## src/logic/pong_pkg.sv

```systemverilog
/*
 * pong_pkg: shared types for the pong display
 * screen coordinates, ball direction, raster and ball bundles
 */
package pong_pkg;

    localparam int cordw = 10;  // covers 800 columns, 525 lines

    // direction of travel on one axis
    typedef enum logic {
        dir_fwd  = 1'b0,  // right or down
        dir_back = 1'b1   // left or up
    } dir_t;

    // scan position plus everything derived from it
    // all fields valid in the same cycle
    typedef struct packed {
        logic [cordw-1:0] sx;     // column
        logic [cordw-1:0] sy;     // line
        logic             de;     // in active area
        logic             hsync;  // low active
        logic             vsync;  // low active
        logic             frame;  // one cycle at first blanking line
    } raster_t;

    // ball box corner and travel direction
    typedef struct packed {
        logic [cordw-1:0] bx;  // left edge
        logic [cordw-1:0] by;  // top edge
        dir_t             dx;  // horizontal direction
        dir_t             dy;  // vertical direction
    } ball_t;

endpackage

```

## src/logic/display_timings.sv

```systemverilog
/*
 * display_timings: VGA raster generator
 * scan counters, negative syncs, data enable and frame strobe
 */
module display_timings #(
    parameter int h_res  = 640,  // active columns
    parameter int h_fp   = 16,   // horizontal front porch
    parameter int h_sync = 96,   // hsync width
    parameter int h_bp   = 48,   // horizontal back porch
    parameter int v_res  = 480,  // active lines
    parameter int v_fp   = 10,   // vertical front porch
    parameter int v_sync = 2,    // vsync width
    parameter int v_bp   = 33    // vertical back porch
) (
    input  logic              clk_pix,
    input  logic              rst,
    output pong_pkg::raster_t raster
);

    import pong_pkg::*;

    // line and frame totals
    localparam int h_total = h_res + h_fp + h_sync + h_bp;
    localparam int v_total = v_res + v_fp + v_sync + v_bp;

    // comparison points, sized to the counters
    localparam logic [cordw-1:0] h_last   = cordw'(h_total - 1);  // last column
    localparam logic [cordw-1:0] v_last   = cordw'(v_total - 1);  // last line
    localparam logic [cordw-1:0] h_act    = cordw'(h_res);
    localparam logic [cordw-1:0] v_act    = cordw'(v_res);
    localparam logic [cordw-1:0] hs_start = cordw'(h_res + h_fp);
    localparam logic [cordw-1:0] hs_end   = cordw'(h_res + h_fp + h_sync);
    localparam logic [cordw-1:0] vs_start = cordw'(v_res + v_fp);
    localparam logic [cordw-1:0] vs_end   = cordw'(v_res + v_fp + v_sync);

    logic [cordw-1:0] sx;  // current column
    logic [cordw-1:0] sy;  // current line

    // scan counters, one pixel per clock
    always_ff @(posedge clk_pix) begin
        if (rst) begin
            sx <= '0;
            sy <= '0;
        end else if (sx == h_last) begin  // end of line
            sx <= '0;
            if (sy == v_last) begin  // end of frame
                sy <= '0;
            end else begin
                sy <= sy + 1'b1;
            end
        end else begin
            sx <= sx + 1'b1;
        end
    end

    // everything else follows the counters in the same cycle
    always_comb begin
        raster.sx    = sx;
        raster.sy    = sy;
        raster.de    = (sx < h_act) && (sy < v_act);
        raster.hsync = ~((sx >= hs_start) && (sx < hs_end));  // low in pulse
        raster.vsync = ~((sy >= vs_start) && (sy < vs_end));
        // first pixel of the first blanking line
        raster.frame = (sy == v_act) && (sx == '0);
    end

endmodule

```

## src/logic/ball_motion.sv

```systemverilog
/*
 * ball_motion: moves the ball once per frame
 * fixed step per axis, reverses at the screen edges
 */
module ball_motion #(
    parameter int h_res   = 640,  // active width
    parameter int v_res   = 480,  // active height
    parameter int b_size  = 8,    // ball side in pixels
    parameter int speed_x = 1,    // step per frame, horizontal
    parameter int speed_y = 1     // step per frame, vertical
) (
    input  logic            clk_pix,
    input  logic            rst,
    input  logic            frame,
    output pong_pkg::ball_t ball
);

    import pong_pkg::*;

    // one axis of the ball state
    typedef struct packed {
        dir_t             d;  // travel direction
        logic [cordw-1:0] p;  // corner position
    } axis_t;

    // steps and bounce limits, sized to coordinates
    localparam logic [cordw-1:0] step_x = cordw'(speed_x);
    localparam logic [cordw-1:0] step_y = cordw'(speed_y);
    localparam logic [cordw-1:0] lim_x  = cordw'(h_res - (speed_x + b_size));  // right edge
    localparam logic [cordw-1:0] lim_y  = cordw'(v_res - (speed_y + b_size));  // bottom edge

    axis_t ax;      // horizontal state
    axis_t ay;      // vertical state
    axis_t ax_nxt;
    axis_t ay_nxt;

    // bounce rule for a single axis
    function automatic axis_t bounce(
        input axis_t            cur,
        input logic [cordw-1:0] spd,
        input logic [cordw-1:0] lim
    );
        axis_t nxt;
        nxt = cur;
        if (cur.p >= lim) begin  // far edge, turn back
            nxt.d = dir_back;
            nxt.p = cur.p - spd;
        end else if (cur.p < spd) begin  // near edge, turn forward
            nxt.d = dir_fwd;
            nxt.p = cur.p + spd;
        end else if (cur.d == dir_back) begin
            nxt.p = cur.p - spd;
        end else begin
            nxt.p = cur.p + spd;
        end
        return nxt;
    endfunction

    // candidate positions for the next strobe
    always_comb begin
        ax_nxt = bounce(ax, step_x, lim_x);
        ay_nxt = bounce(ay, step_y, lim_y);
    end

    // update only at the frame strobe, constant otherwise
    always_ff @(posedge clk_pix) begin
        if (rst) begin
            ax <= '{d: dir_fwd, p: '0};  // origin, heading right
            ay <= '{d: dir_fwd, p: '0};  // heading down
        end else if (frame) begin
            ax <= ax_nxt;
            ay <= ay_nxt;
        end
    end

    // pack for the renderer
    always_comb begin
        ball.bx = ax.p;
        ball.by = ay.p;
        ball.dx = ax.d;
        ball.dy = ay.d;
    end

endmodule

```

## src/logic/pong_render.sv

```systemverilog
/*
 * pong_render: draws the ball and registers the VGA outputs
 * syncs travel with the colour so all outputs lag one cycle
 */
module pong_render #(
    parameter int b_size = 8  // ball side in pixels
) (
    input  logic              clk_pix,
    input  logic              rst,
    input  pong_pkg::raster_t raster,
    input  pong_pkg::ball_t   ball,
    output logic              vga_hsync,
    output logic              vga_vsync,
    output logic [3:0]        vga_r,
    output logic [3:0]        vga_g,
    output logic [3:0]        vga_b
);

    import pong_pkg::*;

    logic [cordw-1:0] bx_end;  // first column past the ball
    logic [cordw-1:0] by_end;  // first line past the ball
    logic             hit;     // scan position inside ball box
    logic [3:0]       pix;     // grey level for this pixel

    always_comb begin
        bx_end = ball.bx + cordw'(b_size);
        by_end = ball.by + cordw'(b_size);
        hit = (raster.sx >= ball.bx) && (raster.sx < bx_end)
           && (raster.sy >= ball.by) && (raster.sy < by_end);
        pix = (hit && raster.de) ? 4'hF : 4'h0;  // black in blanking
    end

    // output stage, one cycle behind the raster
    always_ff @(posedge clk_pix) begin
        if (rst) begin
            vga_hsync <= 1'b1;  // inactive
            vga_vsync <= 1'b1;
            vga_r     <= 4'h0;
            vga_g     <= 4'h0;
            vga_b     <= 4'h0;
        end else begin
            vga_hsync <= raster.hsync;
            vga_vsync <= raster.vsync;
            vga_r     <= pix;  // white ball, same on all channels
            vga_g     <= pix;
            vga_b     <= pix;
        end
    end

endmodule

```

## src/logic/pong_top.sv

```systemverilog
/*
 * pong_top: single ball pong on a VGA raster
 * timing, ball motion and renderer on the pixel clock
 */
module pong_top #(
    parameter int h_res   = 640,  // active columns
    parameter int h_fp    = 16,
    parameter int h_sync  = 96,
    parameter int h_bp    = 48,
    parameter int v_res   = 480,  // active lines
    parameter int v_fp    = 10,
    parameter int v_sync  = 2,
    parameter int v_bp    = 33,
    parameter int b_size  = 8,    // ball side
    parameter int speed_x = 1,    // pixels per frame
    parameter int speed_y = 1
) (
    input  logic       clk_pix,
    input  logic       rst,
    output logic       vga_hsync,
    output logic       vga_vsync,
    output logic [3:0] vga_r,
    output logic [3:0] vga_g,
    output logic [3:0] vga_b
);

    import pong_pkg::*;

    raster_t raster;  // scan position and syncs
    ball_t   ball;    // ball box, stable within a frame

    display_timings #(
        .h_res (h_res),
        .h_fp  (h_fp),
        .h_sync(h_sync),
        .h_bp  (h_bp),
        .v_res (v_res),
        .v_fp  (v_fp),
        .v_sync(v_sync),
        .v_bp  (v_bp)
    ) u_timings (
        .clk_pix(clk_pix),
        .rst    (rst),
        .raster (raster)
    );

    // moves on the frame strobe only
    ball_motion #(
        .h_res  (h_res),
        .v_res  (v_res),
        .b_size (b_size),
        .speed_x(speed_x),
        .speed_y(speed_y)
    ) u_ball (
        .clk_pix(clk_pix),
        .rst    (rst),
        .frame  (raster.frame),
        .ball   (ball)
    );

    pong_render #(
        .b_size(b_size)
    ) u_render (
        .clk_pix  (clk_pix),
        .rst      (rst),
        .raster   (raster),
        .ball     (ball),
        .vga_hsync(vga_hsync),
        .vga_vsync(vga_vsync),
        .vga_r    (vga_r),
        .vga_g    (vga_g),
        .vga_b    (vga_b)
    );

endmodule

```

## config.mk

```make
export PLATFORM = sky130hd
export DESIGN_NAME = pong_top
export DESIGN_NICKNAME = d
export VERILOG_FILES = /design/src/logic/pong_pkg.sv /design/src/logic/display_timings.sv /design/src/logic/ball_motion.sv /design/src/logic/pong_render.sv /design/src/logic/pong_top.sv
export SDC_FILE = /design/constraint.sdc
export NUM_CORES = 1
export LEC_CHECK = 0
export ABC_AREA = 0
export BUFFER_PORTS_ARGS = -buffer_cell sky130_fd_sc_hd__buf_2
export CAP_MARGIN = 40
export CORE_AREA = 8 8 98 83
export DETAILED_ROUTE_END_ITERATION = 16
export DIE_AREA = 0 0 106 91
export GPL_ROUTABILITY_DRIVEN = 0
export PLACE_DENSITY_LB_ADDON = 0.25
export REMOVE_ABC_BUFFERS = 1
export SLEW_MARGIN = 20
export SYNTH_ARGS = -nofsm -noshare
export SYNTH_HDL_FRONTEND = slang
export SYNTH_SLANG_ARGS = --single-unit
```

## constraint.sdc

```tcl
create_clock -name clk_pix -period 2.4 [get_ports clk_pix]
set_input_delay 0.12 -clock clk_pix [delete_from_list [all_inputs] [get_ports clk_pix]]
set_output_delay 0.12 -clock clk_pix [all_outputs]
set_load 0.05 [all_outputs]
```

==> results by group, run 1 <==
Timing
  – Worst setup margin: 0.0149 ns
  – Hold Slack: 0.385 ns
  – Highest clock rate: 419 MHz
  – Final setup violation count: 0
  – Unrepaired setup endpoints after global routing: yes
  – Hold Vio Cnt, Final: 0
  – Fin Clk Skew: 0.00464 ns
  – Least-Margin Pin Slew: 0.504 ns
  – Fin. max-slew vios: 0
  – Fin crit period: 2.39 ns
  – Relative slew slack: 65.9%
  – Crit share post-route: 99.4%

Global routing
  – Grt peak-use layer: met2
  – Total track usage: 17.9%
  – GR Util met3: 3.04%
  – Met2 GRT Util: 29.1%
  – Gr ovfl total: 0
  – Initial antenna violation count: 0
  – Pin count of the biggest net entering global routing: 35
  – Global-route wire length before repair: 14400 um
  – Vias in the first global route: 3011
  – Met1 Resource Use GR: 24.3%

Run status
  – Status: completed

Drt
  – Routed via count: 3203
  – Final WL: 8600 um
  – Iteration-0 DRC Markers: 178
  – # DRC: 0
  – Drt wl/cell: 15.6 um
  – Vias/cell: 5.81
  – Post-route ant nets: 0
  – Pre-Repair DR Iteration Count: 4

Setup path
  – Worst Setup Path Type: reg2reg
  – Crit. End Element: flip-flop
  – Max Fanout on Critical Path: 6
  – Worst Path Required: 2.64 ns
  – Startpoint types: flip-flop
  – CP arrival: 2.62 ns

Pwr
  – Maximum vdd ir drop: 0.261 mV
  – P_leak: 1.59 nW
  – Pwr/cell area: 348 mW/mm2

Synth
  – Count leader, synth: ha_1
  – Synth cell count leaders: 46 x ha_1, 45 x dfxtp_1, 34 x nor2_1
  – Syn. warnings: 0
  – Syn_area_per_cell: 8.31 um2
  – Dominant synthesized flop cell: dfxtp_1
  – Unique masters post-synth: 60
  – Number of synthesized flops with an enable pin: 0
  – Share of flip-flops with an asynchronous set or reset: 0%
  – Register area share after synthesis: 25.4%
  – Gate count of the mapped netlist: 427
  – Leading area contributor after synthesis: dfxtp_1
  – Flop and latch count out of synthesis: 45
  – Top cell type's share of synthesized area: 25.4%
  – Mapped Area: 0.00355 mm2
  – Area contributors post-synth: dfxtp_1 25%, ha_1 16%, xnor2_1 4.2%

Floorplan
  – Die area: 0.00965 mm2
  – # rows: 27
  – Initial Util: 53.9%
  – Ports: 16
  – Die width: 106 um
  – Core Footprint: 0.00659 mm2
  – Die H: 91 um

Placement
  – Port bufs: 15
  – DP HPWL: 6530 um
  – Setup slack at placement: -0.0581 ns

Clock tree
  – Root Buffer: clkbuf_8
  – Worst skew pair latency: 0.30 ns
  – Hold_buf cts: 0
  – CTS tree: built
  – Cts bufs inserted: 5
  – TritonCTS Sinks: 45
  – Clk pin slew, worst setup/hold paths: 0.08 ns
  – Clock Path Buffers: 2
  – # H-tree levels: 2

Worst hold path
  – Worst hold path class: in2reg

Run
  – MaxCap Viol Count: 0

Final layout
  – Final #Nets: 511
  – # diodes: 0
  – Ratio of cells with drive above 1 in the final layout: 21.1%
  – Layout Area Growth over Synthesis: 14.6%
==> registers in the layout, summed over array words and instances, names as in the netlist <==
signal and flops:
u_render.vga_vsync 1, u_timings.sy 10, u_timings.sx 10, u_render.vga_hsync 1
u_ball.ball 22, u_render.vga_r 1
==> path summary, 6_finish.rpt <==
check | start | endpoint | slack [ns] | depth (start not counted)
worst max-delay path | u_ball.ball[16] | u_ball.ball[17] | 0.01 | 7
worst min register to register | u_timings.sx[0] | u_timings.sx[0] | 0.48 | 1
worst min-delay path | rst | u_timings.sx[4] | 0.39 | 3
worst max register to register | u_ball.ball[16] | u_ball.ball[17] | 0.01 | 7
==> report_power, final <==
group	switching, mW	total (mW)	internal, mW
registers	0.0104	0.763	0.752
logic	0.145	0.188	0.0423
clock network	0.258	0.465	0.207
==> metrics by stage <==
step | cell area (um2) | instances | utilization, % | power (mW) | TNS, ns
after global placement | 3850 | 539 | 58.5 | 0.967 | 0
after global routing | 4070 | 551 | 61.7 | 1.47 | -0.127
after CTS | 3970 | 549 | 60.2 | 1.43 | 0
after floorplan | 3370 | 397 | - | 0.916 | -22.50
after detailed placement | 3850 | 539 | 58.5 | 0.969 | -0.156
final | 4070 | 551 | 61.7 | 1.42 | 0
==> cell type report <==
cell class / instances / area (um2)
multi-input cells: 322 / 2450
flip-flops and latches: 45 / 905
clock buffers: 8 / 80.1
well taps: 87 / 109
fillers: 591 / 2520
repair buffers: 59 / 413
inverters: 30 / 113
==> per-layer routing <==
metal | wire length, um | vias to the layer above
met5 | 0 | -
met4 | 57 | 0
met3 | 297 | 7
met2 | 4020 | 48
met1 | 4230 | 1536
li1 | - | 1612
==> repair_timing <==
item	CTS	global route
cloned	0	0
setup endpoints to repair	5	12
buffers inserted	2	2
resized for setup	6	18
pin swaps	3	12
==> cell usage in the layout (no fill, tap or decap), drive strengths merged, types with 2 or more instances in the layout <==
cell type and count:
nor4 8, a31oi 3, a21oi 28, o211ai 2, nand2b 3, nor2 34
xor2 10, o21ai 27, a31o 2, mux2i 7, mux2 5, o21a 3
or3 12, dfxtp 45, a211oi 5, and3 8, and4 4, inv 30
nand2 19, o2111ai 2, nand3 19, o31ai 3, ha 46, xnor2 17
or4b 2, nand4b 3, o41ai 2, a21o 4, a2111oi 2, buf 59
clkbuf 8, or4 3, nor4b 2, nand4 13, nor3 12
==> cells by family after synthesis <==
kind of cell,count (synthesis),share of synthesized area (%)
flops,45,25.4
simple gates,146,22.6
mux,12,3.67
xor+xnor,27,6.66
buf+inv,60,8.25
compound gates,91,17.2
fa+ha+maj,46,16.2
==> critical path: stages, from the launching register on <==
cell and delay (ns):
dfxtp_2 0.34, buf_4 0.15, or4b_4 0.54, o31ai_4 0.27
o211a_4 0.23, mux2_2 0.34, or3_1 0.33, a21oi_2 0.12
No activity file was read; power rests on OpenSTA's default activity.
==> run 2: changes to the inputs <==
--- a/config.mk
+++ b/config.mk
@@ -14,6 +14,7 @@
 export GPL_ROUTABILITY_DRIVEN = 0
 export PLACE_DENSITY_LB_ADDON = 0.25
 export REMOVE_ABC_BUFFERS = 1
+export SETUP_SLACK_MARGIN = 0.02
 export SLEW_MARGIN = 20
 export SYNTH_ARGS = -nofsm -noshare
 export SYNTH_HDL_FRONTEND = slang
==> results by group, run 2 (synthesized netlist as in run 1, its figures left out) <==
Run status
  – Status: finished with violations
  – Failing checks: negative setup slack

Final layout
  – Final core utilization: 62.5%
  – Max reg flops: 22
  – Commonest non-fill, non-tap cell in the layout: ha_1
  – Fill count: 583
  – Ratio of cells with drive above 1 in the final layout: 22.7%
  – Layout Area Growth over Synthesis: 16.0%
  – Finished Cell Area: 0.00412 mm2
  – Commonest cells after routing, fill and taps aside: 44 x ha_1, 42 x buf_4, 40 x dfxtp_1
  – # diodes: 0
  – Final #Nets: 513

Pwr
  – Net Sw Frac: 29.4%
  – Maximum vdd ir drop: 0.261 mV
  – Combinational power share: 13.2%
  – Psw: 417 uW
  – Seq pwr share: 53.7%
  – P_leak: 1.62 nW
  – Clk pwr share: 33.1%
  – P_int: 1.00 mW
  – Pwr/cell area: 345 mW/mm2

Timing
  – Fin Clk Skew: 0.00440 ns
  – Crit share post-route: 101%
  – Worst setup margin: -0.0157 ns
  – Hold Vio Cnt, Final: 0
  – Least-Margin Pin Slew: 0.518 ns
  – Unrepaired setup endpoints after global routing: yes
  – Final setup violation count: 1
  – Highest clock rate: 414 MHz
  – Relative slew slack: 64.9%
  – Hold Slack: 0.379 ns
  – Fin crit period: 2.42 ns
  – Fin. max-slew vios: 0

Clock tree
  – Cts bufs inserted: 5
  – TritonCTS Sinks: 45
  – Hold_buf cts: 0
  – Clock Path Buffers: 2
  – Worst skew pair latency: 0.30 ns
  – # H-tree levels: 2
  – Root Buffer: clkbuf_8
  – Clk pin slew, worst setup/hold paths: 0.08 ns
  – CTS tree: built

Drt
  – # DRC: 0
  – Iteration-0 DRC Markers: 184
  – Final WL: 8690 um
  – Routed via count: 3239
  – Pre-Repair DR Iteration Count: 4
  – Drt wl/cell: 15.7 um
  – Vias/cell: 5.86
  – Post-route ant nets: 0

Floorplan
  – Ports: 16
  – Die H: 91 um
  – Die width: 106 um
  – Initial Util: 53.9%
  – # rows: 27
  – Die area: 0.00965 mm2
  – Core Footprint: 0.00659 mm2

Global routing
  – Pin count of the biggest net entering global routing: 35
  – Total track usage: 18.1%
  – Global-route wire length before repair: 14500 um
  – Initial antenna violation count: 0
  – Vias in the first global route: 3048
  – Gr ovfl total: 0

Setup path
  – Worst Setup Path Type: reg2reg
  – Setup slack, reg-to-reg: -0.02 ns
  – Worst r2r path cells: 7
  – CP Capture Point: u_ball.ball[17]
  – Reg2reg start: u_ball.ball[16]
  – Startpoint types: flip-flop
  – Reg2reg end: u_ball.ball[17]
  – Worst Path Required: 2.64 ns
  – Setup crit start: u_ball.ball[16]
  – CP arrival: 2.66 ns
  – Crit. End Element: flip-flop
  – Max Fanout on Critical Path: 6

Placement
  – Setup slack at placement: -0.0581 ns
  – Cell Area, Placed: 0.00385 mm2
  – Port bufs: 15
  – DP HPWL: 6530 um

Worst hold path
  – Worst hold path class: in2reg

Run
  – MaxCap Viol Count: 0
## run 2: how the worst min path moves through the flow
stage	from	end	slack, ns	cells past startpoint
global route	rst	u_timings.sx[2]	0.39	3
floorplan	rst	u_ball.ball[18]	0.19	1
detailed placement	u_timings.sx[0]	u_timings.sx[0]	0.46	1
CTS	rst	u_timings.sx[2]	0.37	3
global placement	u_timings.sx[0]	u_timings.sx[0]	0.45	1
finish	rst	u_ball.ball[17]	0.38	3
## run 2: power groups by stage
stage	logic [mW]	registers [mW]	clock network [mW]
finish	0.188	0.762	0.469
global route	0.196	0.764	0.512
CTS	0.189	0.763	0.478
detailed placement	0.188	0.781	0
global placement	0.187	0.781	0
floorplan	0.0345	0.881	0
## run 2: through the flow
step,instances,power (mW),setup TNS (ns)
finish,553,1.42,-0.0157
global route,553,1.47,-0.129
CTS,549,1.43,0
detailed placement,539,0.969,-0.156
global placement,539,0.967,0
floorplan,397,0.916,-22.50
## run 2: cell type report
class / count / area, um2 / area share, %
multi-input combinational: 322 / 2470 / 60.0
sequential: 45 / 910 / 22.1
timing repair buffer: 61 / 435 / 10.6
inverter: 30 / 113 / 2.73
tap: 87 / 109 / 2.64
clock buffer: 8 / 80.1 / 1.94
## run 2: critical path: stages (launching register included)
cell and delay, ns:
dfxtp_4 0.36, buf_6 0.13, or4b_4 0.54, o31ai_4 0.27, o211a_4 0.24, mux2_4 0.32, or3_4 0.39, a21oi_2 0.11
## run 2: layer usage
layer	wire length, um	GRT usage [%]	up-vias	part of all wire (%)
li1	-	-	1618	-
met1	4240	24.1	1560	49
met2	4050	29.3	52	47
met3	315	3.32	9	3.6
met4	90	4.56	0	1.0
met5	0	0	-	0
## run 2: timing repair
action / CTS / global route
resized for setup: 10 / 25
pin swaps: 3 / 17
buffers inserted: 2 / 5
setup endpoints to repair: 5 / 13
